**src/rtl/rocache_pkg.sv**
```systemverilog
`default_nettype none

package rocache_pkg;

    ////////////////////////////////////////////////////////////////////////////
    // cache geometry
    ////////////////////////////////////////////////////////////////////////////

    localparam int NUM_LINES     = 8;                         // total lines held by the cache.
    localparam int ASSOCIATIVITY = 2;                         // ways per set, power of two.
    localparam int NUM_SETS      = NUM_LINES / ASSOCIATIVITY; // sets addressed by the index.

    ////////////////////////////////////////////////////////////////////////////
    // address fields and bus widths
    ////////////////////////////////////////////////////////////////////////////

    localparam int ADDR_BITS   = 32;                    // byte address width of both buses.
    localparam int ADR_BITS    = ADDR_BITS;             // wishbone adr field width.
    localparam int LINE_BITS   = 256;                   // one line is one bus data word.
    localparam int SEL_BITS    = LINE_BITS / 8;         // one select bit per byte lane.
    localparam int OFFSET_BITS = $clog2(LINE_BITS / 8); // byte offset inside a line.
    localparam int INDEX_BITS  = $clog2(NUM_SETS);      // selects the set.
    localparam int TAG_BITS    = ADDR_BITS - INDEX_BITS - OFFSET_BITS; // rest of the address.
    localparam int WAY_BITS    = $clog2(ASSOCIATIVITY); // width of a way number.

    ////////////////////////////////////////////////////////////////////////////
    // wishbone classic signal bundles
    ////////////////////////////////////////////////////////////////////////////

    // master to slave direction of one bus.
    typedef struct packed {
        logic                 cyc;   // bus cycle in progress.
        logic                 stb;   // valid transfer on this cycle.
        logic                 we;    // write enable, always low from this cache.
        logic [ADR_BITS-1:0]  adr;   // byte address.
        logic [SEL_BITS-1:0]  sel;   // byte lane selects.
        logic [LINE_BITS-1:0] dat_m; // write data from the master.
    } wb_req_t;

    // slave to master direction of one bus.
    typedef struct packed {
        logic                 ack;   // transfer done, dat_s is valid.
        logic                 rty;   // transfer refused, master may retry later.
        logic [LINE_BITS-1:0] dat_s; // read data from the slave.
    } wb_rsp_t;

    ////////////////////////////////////////////////////////////////////////////
    // controller states
    ////////////////////////////////////////////////////////////////////////////

    typedef enum logic [1:0] {
        IDLE,        // waiting for a cpu request.
        LOOKUP,      // registered tags are compared, hit or miss decided.
        FILL,        // memory cycle running for the missing line.
        REFILL_WAIT  // one cycle so the new line can be read back.
    } cache_state_e;

endpackage : rocache_pkg

`default_nettype wire

```
**src/rtl/cache_plru.sv**
```systemverilog
`timescale 1ns/10ps
`default_nettype none

module cache_plru (
    input  logic                                clk,
    input  logic                                arst_n,
    input  logic [rocache_pkg::INDEX_BITS-1:0]  index,       // set being looked up or filled.
    input  logic                                touch,       // record a use of touched_way.
    input  logic [rocache_pkg::WAY_BITS-1:0]    touched_way, // way that was just used.
    output logic [rocache_pkg::WAY_BITS-1:0]    victim       // way to replace in this set.
);

    // tree nodes are stored heap style, node n has children 2n+1 and 2n+2.
    // a node bit names the subtree that was used least recently.
    logic [rocache_pkg::NUM_SETS-1:0][rocache_pkg::ASSOCIATIVITY-2:0] tree_q;
    logic [rocache_pkg::ASSOCIATIVITY-2:0] tree_next; // bits of the indexed set after a touch.

    // walk from the root following the node bits down to a leaf.
    always_comb begin : victim_walk
        int node;
        node   = 0;
        victim = '0;
        for (int lvl = 0; lvl < rocache_pkg::WAY_BITS; lvl++) begin
            victim[rocache_pkg::WAY_BITS-1-lvl] = tree_q[index][node];
            node = 2 * node + 1 + int'(tree_q[index][node]);
        end
    end

    // on the path to the used way, every node is turned to point the other way.
    always_comb begin : touch_walk
        int node;
        node      = 0;
        tree_next = tree_q[index];
        for (int lvl = 0; lvl < rocache_pkg::WAY_BITS; lvl++) begin
            tree_next[node] = ~touched_way[rocache_pkg::WAY_BITS-1-lvl];
            node = 2 * node + 1 + int'(touched_way[rocache_pkg::WAY_BITS-1-lvl]);
        end
    end

    always_ff @(posedge clk or negedge arst_n) begin
        if (!arst_n) begin
            tree_q <= '0; // every set starts with way 0 as the victim.
        end else if (touch) begin
            tree_q[index] <= tree_next; // only the addressed set changes.
        end
    end

endmodule : cache_plru

`default_nettype wire

```
**src/rtl/readonly_cache_datapath.sv**
```systemverilog
`timescale 1ns/10ps
`default_nettype none

module readonly_cache_datapath (
    input  logic                                  clk,
    input  logic                                  arst_n,
    input  logic [rocache_pkg::ADR_BITS-1:0]      cpu_adr,   // held stable for the whole request.
    input  logic [rocache_pkg::LINE_BITS-1:0]     mem_dat,   // line returned by memory.
    input  logic [rocache_pkg::WAY_BITS-1:0]      way_sel,   // way to fill or to touch.
    input  logic                                  load_line, // fill way_sel on this edge.
    input  logic                                  touch,     // mark way_sel most recently used.
    output logic [rocache_pkg::ASSOCIATIVITY-1:0] hit,       // one bit per way, registered.
    output logic [rocache_pkg::WAY_BITS-1:0]      victim,    // lru way for the current index.
    output logic [rocache_pkg::LINE_BITS-1:0]     cpu_dat,   // line of the hitting way.
    output logic [rocache_pkg::ADR_BITS-1:0]      mem_adr    // line aligned fill address.
);

    ////////////////////////////////////////////////////////////////////////////
    // address decode
    ////////////////////////////////////////////////////////////////////////////

    logic [rocache_pkg::TAG_BITS-1:0]   req_tag;   // tag part of the cpu address.
    logic [rocache_pkg::INDEX_BITS-1:0] req_index; // set selected by the cpu address.

    assign req_tag   = cpu_adr[rocache_pkg::ADDR_BITS-1 -: rocache_pkg::TAG_BITS];
    assign req_index = cpu_adr[rocache_pkg::OFFSET_BITS +: rocache_pkg::INDEX_BITS];

    // memory always gets the start of the line, the offset is dropped.
    assign mem_adr = {cpu_adr[rocache_pkg::ADR_BITS-1:rocache_pkg::OFFSET_BITS],
                      {rocache_pkg::OFFSET_BITS{1'b0}}};

    ////////////////////////////////////////////////////////////////////////////
    // storage arrays
    ////////////////////////////////////////////////////////////////////////////

    logic [rocache_pkg::TAG_BITS-1:0]  tag_mem  [rocache_pkg::ASSOCIATIVITY][rocache_pkg::NUM_SETS];
    logic [rocache_pkg::LINE_BITS-1:0] data_mem [rocache_pkg::ASSOCIATIVITY][rocache_pkg::NUM_SETS];
    logic [rocache_pkg::ASSOCIATIVITY-1:0][rocache_pkg::NUM_SETS-1:0] valid_q; // per way and set.

    // tag and data are written together when a fill completes.
    always_ff @(posedge clk) begin
        if (load_line) begin
            tag_mem[way_sel][req_index]  <= req_tag; // the tag of the address being served.
            data_mem[way_sel][req_index] <= mem_dat; // the whole line from memory.
        end
    end

    // valid bits start clear so that nothing hits after reset.
    always_ff @(posedge clk or negedge arst_n) begin
        if (!arst_n) begin
            valid_q <= '0;
        end else if (load_line) begin
            valid_q[way_sel][req_index] <= 1'b1; // line becomes usable from the next read.
        end
    end

    ////////////////////////////////////////////////////////////////////////////
    // synchronous read and tag compare
    ////////////////////////////////////////////////////////////////////////////

    logic [rocache_pkg::LINE_BITS-1:0]     rd_data [rocache_pkg::ASSOCIATIVITY]; // read lines.
    logic [rocache_pkg::ASSOCIATIVITY-1:0] hit_q;  // compare result, one cycle after the address.

    // every way of the indexed set is read on each edge.
    always_ff @(posedge clk) begin
        for (int w = 0; w < rocache_pkg::ASSOCIATIVITY; w++) begin
            rd_data[w] <= data_mem[w][req_index];
        end
    end

    // a way hits when its line is valid and the stored tag equals the request tag.
    always_ff @(posedge clk or negedge arst_n) begin
        if (!arst_n) begin
            hit_q <= '0;
        end else begin
            for (int w = 0; w < rocache_pkg::ASSOCIATIVITY; w++) begin
                hit_q[w] <= valid_q[w][req_index] && (tag_mem[w][req_index] == req_tag);
            end
        end
    end

    assign hit = hit_q; // the controller decides on the same registered vector.

    // at most one way can hit, so the mux simply follows the hit bits.
    always_comb begin
        cpu_dat = '0;
        for (int w = 0; w < rocache_pkg::ASSOCIATIVITY; w++) begin
            if (hit_q[w]) begin
                cpu_dat = rd_data[w];
            end
        end
    end

    ////////////////////////////////////////////////////////////////////////////
    // replacement state
    ////////////////////////////////////////////////////////////////////////////

    cache_plru u_plru (
        .clk         (clk),
        .arst_n      (arst_n),
        .index       (req_index),
        .touch       (touch),
        .touched_way (way_sel),
        .victim      (victim)
    );

endmodule : readonly_cache_datapath

`default_nettype wire

```
**src/rtl/readonly_cache_controller.sv**
```systemverilog
`timescale 1ns/10ps
`default_nettype none

module readonly_cache_controller (
    input  logic                                  clk,
    input  logic                                  arst_n,
    input  logic                                  cpu_cyc,          // cpu bus cycle active.
    input  logic                                  cpu_stb,          // cpu request valid.
    input  logic [rocache_pkg::ASSOCIATIVITY-1:0] hit,              // registered hit vector.
    input  logic [rocache_pkg::WAY_BITS-1:0]      victim,           // lru way of the set.
    input  logic                                  mem_ack,          // fill line delivered.
    input  logic                                  mem_rty,          // fill refused by memory.
    output logic [rocache_pkg::WAY_BITS-1:0]      way_sel,          // way to touch or fill.
    output logic                                  load_line,        // store the memory line.
    output logic                                  touch,            // update the lru bits.
    output logic                                  cpu_ack,          // reply to the cpu.
    output logic                                  cpu_rty,          // retry passed to the cpu.
    output logic                                  mem_cyc,          // memory cycle request.
    output logic                                  mem_stb,          // memory strobe.
    output logic                                  debug_cache_hit,  // lookup found the line.
    output logic                                  debug_cache_miss  // lookup missed.
);

    ////////////////////////////////////////////////////////////////////////////
    // state and captured control
    ////////////////////////////////////////////////////////////////////////////

    rocache_pkg::cache_state_e state_q;  // current state.
    rocache_pkg::cache_state_e state_d;  // state for the next edge.
    logic [rocache_pkg::WAY_BITS-1:0] victim_q; // way picked at the miss, kept for the fill.
    logic                             rty_q;    // the last fill ended with a retry.
    logic                             any_hit;  // some way of the set holds the line.
    logic [rocache_pkg::WAY_BITS-1:0] hit_way;  // number of the hitting way.

    assign any_hit = |hit;

    // hit is one-hot or zero, so the encode just takes the set bit.
    always_comb begin
        hit_way = '0;
        for (int w = 0; w < rocache_pkg::ASSOCIATIVITY; w++) begin
            if (hit[w]) begin
                hit_way = rocache_pkg::WAY_BITS'(w);
            end
        end
    end

    // next state.
    always_comb begin
        state_d = state_q;
        case (state_q)
            rocache_pkg::IDLE: begin
                if (cpu_cyc && cpu_stb) begin
                    state_d = rocache_pkg::LOOKUP; // arrays are read on this edge.
                end
            end
            rocache_pkg::LOOKUP: begin
                state_d = any_hit ? rocache_pkg::IDLE : rocache_pkg::FILL;
            end
            rocache_pkg::FILL: begin
                if (mem_ack || mem_rty) begin
                    state_d = rocache_pkg::REFILL_WAIT; // wait states just keep us here.
                end
            end
            rocache_pkg::REFILL_WAIT: begin
                state_d = rty_q ? rocache_pkg::IDLE : rocache_pkg::LOOKUP;
            end
            default: begin
                state_d = rocache_pkg::IDLE;
            end
        endcase
    end

    always_ff @(posedge clk or negedge arst_n) begin
        if (!arst_n) begin
            state_q  <= rocache_pkg::IDLE;
            victim_q <= '0;
            rty_q    <= 1'b0;
        end else begin
            state_q <= state_d;
            if (state_q == rocache_pkg::LOOKUP && !any_hit) begin
                victim_q <= victim; // replacement choice is frozen at the miss.
            end
            if (state_q == rocache_pkg::FILL) begin
                rty_q <= mem_rty; // value on the closing edge of the fill is what stays.
            end else if (state_q != rocache_pkg::REFILL_WAIT) begin
                rty_q <= 1'b0;
            end
        end
    end

    ////////////////////////////////////////////////////////////////////////////
    // outputs
    ////////////////////////////////////////////////////////////////////////////

    assign load_line = (state_q == rocache_pkg::FILL) && mem_ack; // never on a retry.
    assign way_sel   = (state_q == rocache_pkg::LOOKUP) ? hit_way : victim_q;
    assign touch     = ((state_q == rocache_pkg::LOOKUP) && any_hit) || load_line;

    assign cpu_ack = (state_q == rocache_pkg::LOOKUP) && any_hit;
    assign cpu_rty = (state_q == rocache_pkg::REFILL_WAIT) && rty_q;

    assign mem_cyc = (state_q == rocache_pkg::FILL); // one classic cycle per fill.
    assign mem_stb = (state_q == rocache_pkg::FILL);

    assign debug_cache_hit  = (state_q == rocache_pkg::LOOKUP) && any_hit;
    assign debug_cache_miss = (state_q == rocache_pkg::LOOKUP) && !any_hit;

endmodule : readonly_cache_controller

`default_nettype wire

```
**src/rtl/readonly_cache.sv**
```systemverilog
`timescale 1ns/10ps
`default_nettype none

module readonly_cache (
    input  logic                 clk,
    input  logic                 arst_n,
    input  rocache_pkg::wb_req_t cpu_req,          // cpu side bus, cache is the slave.
    output rocache_pkg::wb_rsp_t cpu_rsp,
    output rocache_pkg::wb_req_t mem_req,          // memory side bus, cache is the master.
    input  rocache_pkg::wb_rsp_t mem_rsp,
    output logic                 debug_cache_hit,  // one pulse per lookup that hit.
    output logic                 debug_cache_miss  // one pulse per lookup that missed.
);

    ////////////////////////////////////////////////////////////////////////////
    // datapath and controller handshake
    ////////////////////////////////////////////////////////////////////////////

    logic [rocache_pkg::WAY_BITS-1:0]      way_sel;   // way that is touched or filled.
    logic                                  load_line; // write the fetched line into way_sel.
    logic                                  touch;     // update the replacement bits.
    logic [rocache_pkg::ASSOCIATIVITY-1:0] hit;       // registered per way hit vector.
    logic [rocache_pkg::WAY_BITS-1:0]      victim;    // lru way of the addressed set.

    readonly_cache_datapath u_datapath (
        .clk       (clk),
        .arst_n    (arst_n),
        .cpu_adr   (cpu_req.adr),
        .mem_dat   (mem_rsp.dat_s),
        .way_sel   (way_sel),
        .load_line (load_line),
        .touch     (touch),
        .hit       (hit),
        .victim    (victim),
        .cpu_dat   (cpu_rsp.dat_s),
        .mem_adr   (mem_req.adr)
    );

    readonly_cache_controller u_controller (
        .clk              (clk),
        .arst_n           (arst_n),
        .cpu_cyc          (cpu_req.cyc),
        .cpu_stb          (cpu_req.stb),
        .hit              (hit),
        .victim           (victim),
        .mem_ack          (mem_rsp.ack),
        .mem_rty          (mem_rsp.rty),
        .way_sel          (way_sel),
        .load_line        (load_line),
        .touch            (touch),
        .cpu_ack          (cpu_rsp.ack),
        .cpu_rty          (cpu_rsp.rty),
        .mem_cyc          (mem_req.cyc),
        .mem_stb          (mem_req.stb),
        .debug_cache_hit  (debug_cache_hit),
        .debug_cache_miss (debug_cache_miss)
    );

    // the cache only reads whole lines, so the rest of the memory request is fixed.
    assign mem_req.we    = 1'b0; // no writes are ever issued.
    assign mem_req.sel   = '1;   // every byte lane of the line is wanted.
    assign mem_req.dat_m = '0;   // write data is unused on a read.

endmodule : readonly_cache

`default_nettype wire

```
**config.mk**
```make
export PLATFORM = sky130hd
export DESIGN_NAME = readonly_cache
export DESIGN_NICKNAME = d
export VERILOG_FILES = /design/src/rtl/rocache_pkg.sv /design/src/rtl/cache_plru.sv /design/src/rtl/readonly_cache_datapath.sv /design/src/rtl/readonly_cache_controller.sv /design/src/rtl/readonly_cache.sv
export SDC_FILE = /design/constraint.sdc
export NUM_CORES = 2
export LEC_CHECK = 0
export BUFFER_PORTS_ARGS = -buffer_cell sky130_fd_sc_hd__buf_4
export CAP_MARGIN = 30
export CORE_AREA = 2 2 451 453
export DETAILED_ROUTE_END_ITERATION = 12
export DIE_AREA = 0 0 453 455
export PLACE_DENSITY = 0.71
export SLEW_MARGIN = 10
export SYNTH_ARGS = -nofsm -noshare
export SYNTH_HDL_FRONTEND = slang
export SYNTH_SLANG_ARGS = --single-unit
```
**constraint.sdc**
```tcl
create_clock -name clk -period 27.4 [get_ports clk]
set_input_delay 4.11 -clock clk [delete_from_list [all_inputs] [get_ports clk]]
set_output_delay 4.11 -clock clk [all_outputs]
set_load 0.05 [all_outputs]
```
; ---- Yosys cells after proc, flatten, opt, wreduce, memory -nomap -nowiden
; Memory sizes are Yosys's and may differ from the RTL's.
; Index checks and enable logic that the tools add are counted.
[totals]
out_inout_bits = 583
in_bits = 583
elab_cells = 88
memories = 3
reg_bits = 18
ramBits = 2760
[mem_list]
columns = name, depth, word_bits, rd, rd_clocked_by_memory_dff, write_ports, line
row1 = u_datapath.data_mem, 2, 1024, 2, 0, 1, readonly_cache_datapath.sv:37  ; logic [rocache_pkg::LINE_BITS-1:0] data_mem [rocache_pkg::ASSOCIATIVITY][rocache_pkg::NUM_SETS];
row2 = u_datapath.rd_data, 2, 256, 2, 0, 2, readonly_cache_datapath.sv:61  ; logic [rocache_pkg::LINE_BITS-1:0] rd_data [rocache_pkg::ASSOCIATIVITY];
row3 = u_datapath.tag_mem, 2, 100, 2, 0, 1, readonly_cache_datapath.sv:36  ; logic [rocache_pkg::TAG_BITS-1:0] tag_mem [rocache_pkg::ASSOCIATIVITY][rocache_pkg::NUM_SETS];
[classes]
n_reduce_logical = 17
bitwise = 3
n_mux = 41
eq_ne = 8
order_cmp = 6
[ops]
columns = operator, n
row1 = $mux W256, 7
row2 = $bmux W256 S2, 2
row3 = $mux W1024, 1
row4 = $demux W256 S2, 1
row5 = $mux W25, 5
row6 = $bmux W25 S2, 2
row7 = $mux W100, 1
row8 = $demux W25 S2, 1
row9 = $eq A25 B25 Y1, 2
row10 = $logic_and A1 B1 Y1, 10
row11 = $mux W1, 10
row12 = $or A8 B8 Y8, 1
row13 = $pmux W2 S4, 1
row14 = $bmux W1 S2, 3
row15 = $mux W2, 3
row16 = $bwmux W4, 1
row17 = $demux W4 S1, 1
row18 = $eq A2 B2 Y1 const B, 2
row19 = $mux W4, 1
row20 = $ne A2 B2 Y1 const B, 2
row21 = $ge A3 B3 Y1 const B, 1
row22 = $lt A2 B3 Y1 const B, 1
row23 = $lt A3 B1 Y1 const B, 1
row24 = $not A2 Y3, 1
row25 = other kinds (13), 14

; ---- Depth between registers and ports, before layout
[logic_depth]
word_depth = 7
mapped_depth = 9
depth_no_buf = 5

; ---- Hierarchy
; A second synthesis with hierarchy kept.
[unflattened]
cells_unflattened = 4322
hier_area_um2 = 97627.4
[by_module_without_submodules]
columns = module, seq_area_each_um2, cells_per_inst, instances, area_per_inst_um2
row1 = readonly_cache_datapath, 78004.8, 3993, 1, 95004.9
row2 = readonly_cache, 0.0, 291, 1, 2177.1
row3 = readonly_cache_controller, 100.1, 22, 1, 244.0
row4 = cache_plru, 100.1, 16, 1, 201.4

; ---- Worst setup path after synthesis
; Ideal clock, no wire load.
[synth_timing]
kind = input to register
start = in cpu_req[293] (netlist name)
end = reg u_datapath.valid_q[0] (netlist name)
path_stages = 7
setup_time_ns = 0.178
setup_slack_ns = 1.619
t_arrival_ns = 25.603
n_path_buf = 5
path_cell_list = buf_6 buf_6 buf_6 buf_4 buf_2 nor3_1 or2_2
[synth_between]
elab_chain_cells = 7
word_cells_on_any_way = 8
cone_classes = order compare: 2 / mux: 4 / bitwise: 1 / reduce/logical: 1
[synth_rtl]
columns = item, line
row1 = "start, declared", readonly_cache.sv:7  ; input rocache_pkg::wb_req_t cpu_req,
row2 = $lt A2 B3 Y1 (not written as such) / $ge A2 B1 Y1 (equally long branches), readonly_cache_datapath.sv:53  ; valid_q[way_sel][req_index] <= 1'b1;
row3 = $logic_and A1 B1 Y1 (not written as such), readonly_cache_datapath.sv:53
row4 = $mux W1 (not written as such), readonly_cache_datapath.sv:53
row5 = $demux W1 S2 (*), -
row6 = $mux W4 (not written as such) (*), readonly_cache_datapath.sv:53
row7 = $demux W4 S1 (*), -
row8 = $or A8 B8 Y8 (no line) (*), -
row9 = "end signal, assigned", readonly_cache_datapath.sv:51  ; valid_q <= '0;
row10 = "end signal, assigned by index", readonly_cache_datapath.sv:53
row11 = "end, declared", readonly_cache_datapath.sv:38  ; logic [rocache_pkg::ASSOCIATIVITY-1:0][rocache_pkg::NUM_SETS-1:0] valid_q;
; Every way passes the cells marked *; elsewhere a longest branch is shown, timed or not.
; A chain may end at the register's enable or synchronous reset.

; ---- Final worst setup path
[layout_timing]
start = in cpu_req[294] (netlist name)
end = out mem_req[294] (netlist name)
[layout_rtl]
columns = item, line
row1 = "end, declared", readonly_cache.sv:9  ; output rocache_pkg::wb_req_t mem_req,
; No word-level cell between the ends.

==> metrics.md <==
| Metric | Value |
|---|---|
| Clock root cell | `clkbuf_16` |
| Unrepaired setup endpoints after global routing | `false` |
| Via/cell ratio | `5.47` |
| Clock sinks | `2,778` |
| Sw frac | `0.211` |
| Via count | `43,500` |
| DRC violations left | `0` |
| Number of synthesized register bits | `2,778` |
| Crit-path leading delay family | `buffers and inverters` |
| Area share of the largest cell type after synthesis | `0.691` |
| Overall Global Routing Usage | `0.199` |
| Starting Density | `0.485` |
| Hold Buf Count CTS | `0` |
| Routed Antenna Nets | `0` |
| Largest net degree at the start of global routing | `113` |
| Post-synth top area cell | `edfxtp_1` |
| Worst r2r src | `u_datapath.hit[1]` |
| Cells after synthesis | `4,300` |
| Area of the multi-input gates | `0.0173 sq mm` |
| Sequential share of power | `0.530` |
| Worst Path Arrival | `5010 ps` |
| Max_cap viols | `0` |
| Kind of critical path | `input port to primary output` |
| Critical path origin | `cpu_req[294]` |
| Wire per inst | `26.2 um` |
| H-Tree Depth | `5` |
| P&R area growth vs syn | `16.0%` |
| IO Count | `1,166` |
| Power Density | `80.4 mW/mm^2` |
| Yosys warns | `0` |
| Max Slew Vio Count | `0` |
| Vias in the first global route | `44,000` |
| Nets | `5,616` |
| Clock power share | `0.414` |
| Tmin final | `9120 ps` |
| CTS Buffer Depth | `4` |
| Design Area, Final | `0.113 sq mm` |
| Top FF cell, synth | `edfxtp_1` |
| Tightest Pin Transition | `1030 ps` |
| Leakage power | `38.7 nW` |
| Hold crit path type | `register to register` |
| CP max-delay cell | `buf_8` |
| Die Height | `455 um` |
| Worst-path cell chain | `buf_8, buf_4` |
| Achievable frequency | `0.110 GHz` |
| Fin crit share | `0.333` |
| CTS tree | `built` |
| FP Rows | `165` |
| Setup crit end kind | `primary output` |
| Clock-pin slew on the worst setup and hold paths | `60 ps` |
| Setup_tns | `0 ps` |
| Min-delay src | `u_controller.rty_q` |
| Initial antenna violation count | `53` |
| Drt initial violations | `4,122` |
| Post-Route WL | `208 mm` |
| FILL cells | `14,400` |
| Worst Path Required | `23,290 ps` |
| Setup Fix Bufs, Post-CTS | `0` |
| Count of cells resized by post-cts repair | `0` |
| Final Skew | `75.8 ps` |
| Worst stage delay on the critical path | `560 ps` |
| Fraction of registers with async set/reset | `0.00648` |
| Worst slew margin | `0.310` |
| Core box area | `0.201 sq mm` |
| Port bufs | `577` |
| Pwr Total | `0.00911 W` |
| Count leader, synth | `edfxtp_1` |
| Routability cong. | `0.736` |
| Final core utilization | `0.563` |
| Congestion Overflow GR | `0` |
| Register area share after synthesis | `0.801` |
| First-pass GRT wire length | `298 mm` |
| Setup crit start kind | `input port` |
| Area contributors post-synth | `edfxtp_1 69%, mux4_2 12%, dfxtp_1 10%, buf_4 2.5%, a22o_1 2.3%` |
| Layout cell share with drive strength beyond 1 | `0.311` |
| Comb power frac | `0.056` |
| Crit Path Max Fanout | `93` |
| Worst-Skew Late Latency | `940 ps` |
| Pre-Repair DR Iteration Count | `7` |
| Status | `completed` |
| Max IR drop VDD | `0.0000596 V` |
| Worst path bufs/invs | `2` |
| Register Area | `0.0782 sq mm` |
| Fin Hold WS | `458 ps` |
| Synthesized cell area | `0.0976 sq mm` |
| Synth top cells by count | `2,248 x edfxtp_1, 536 x mux4_2, 512 x dfxtp_1` |
| Final hold violations | `0` |
| Internal power | `0.00719 W` |
| Net Switching | `0.00192 W` |
| Die ar. | `0.206 sq mm` |
| DPL Wire Length | `117 mm` |
| Die width | `453 um` |
| Number of synthesized flops with an enable pin | `2,248` |
| Syn_area_per_cell | `22.7 sq um` |
| Final setup violation count | `0` |
| Synth unique cells | `49` |
| Placed Area | `0.104 sq mm` |
| TritonCTS buffer count | `292` |
## power by group through the flow
stage               Clock, W  Combinational [W]  Sequential (W)
finish               0.00377           0.000512         0.00483
global route         0.00401           0.000548         0.00485
CTS                  0.00384           0.000518         0.00483
detailed placement         0           0.000516         0.00492
global placement           0           0.000506         0.00491
floorplan                  0           0.000376         0.00498
## sequential cells by signal (all words and copies together) (netlist names), named ones only
signal / flops
u_datapath.data_mem: 2048
u_controller.state_q: 1
u_datapath.hit: 2
u_controller.rty_q: 1
u_controller.victim_q: 1
u_datapath.u_plru.tree_q: 4
u_datapath.rd_data: 512
u_datapath.valid_q: 8
u_datapath.tag_mem: 200
## worst paths after layout
path                                                to  slack [ps]  cells after the start
setup reg to reg           u_datapath.data_mem[1][303]       21600                      7
max in group asynchronous            u_datapath.hit[1]       24010                      1
min in group asynchronous      u_controller.state_q[0]        3060                      1
hold reg to reg                u_controller.state_q[0]         460                      1
setup / recovery                          mem_req[294]       18280                      2
hold / removal                 u_controller.state_q[0]         460                      1
## placed cells by master (no fill, tap or decap), types with 4 or more instances in the layout
master and instances:
clkbuf_16 297, dfxtp_1 512, o22ai_1 4, xnor2_1 15, buf_16 7, edfxtp_1 2248
nor2_1 9, dfrtp_1 17, mux2_2 10, clkinv_2 41, conb_1 294, o2bb2ai_1 5
nor4_1 7, clkinv_1 28, xor2_1 24, inv_6 5, o21ai_0 4, clkbuf_1 74
a21oi_1 8, nor2_4 6, or2_2 9, bufinv_16 17, mux4_2 536, buf_4 644
mux4_1 10, clkbuf_8 35, o211ai_1 4, nand2_1 12, diode_2 30, nand2b_1 10
a22o_1 256, mux2i_1 37, clkinvlp_4 7, buf_12 8
## cell families (layout without fill, tap and decap cells)
family	count (synthesis)	in the layout	synth area share
xor+xnor	39	39	0.00350
other cells	2	324	0.0000769
mux	593	593	0.131
compound gates	300	300	0.0264
flops	2778	2778	0.801
simple gates	71	71	0.00388
buf+inv	517	1171	0.0340
## through the flow
| step | std cells | setup WS (ps) |
|---|---|---|
| finish | 7948 | 18280 |
| global route | 7936 | 18220 |
| global placement | 7403 | 17030 |
| detailed placement | 7404 | 17030 |
| CTS | 7911 | 17980 |
| floorplan | 4592 | 1620 |
## cell type report
type	count	share of cell area
Sequential cell	2778	0.690
Multi-Input combinational cell	1297	0.153
Clock buffer	406	0.0723
Timing Repair Buffer	661	0.0461
Tap cell	2672	0.0295
Clock inverter	101	0.00858
Antenna cell	30	0.000663
Inverter	3	0.0000994
## layer usage
metal / part of all wire / wire [um] / up-vias / track usage
met5: 0.00092 / 192 / - / 0
met4: 0.031 / 6540 / 30 / 0.0733
met3: 0.088 / 18400 / 358 / 0.0632
met2: 0.49 / 102000 / 1717 / 0.319
met1: 0.39 / 80700 / 22900 / 0.255
li1: - / - / 18500 / -
No activity file was read; power rests on OpenSTA's default activity.
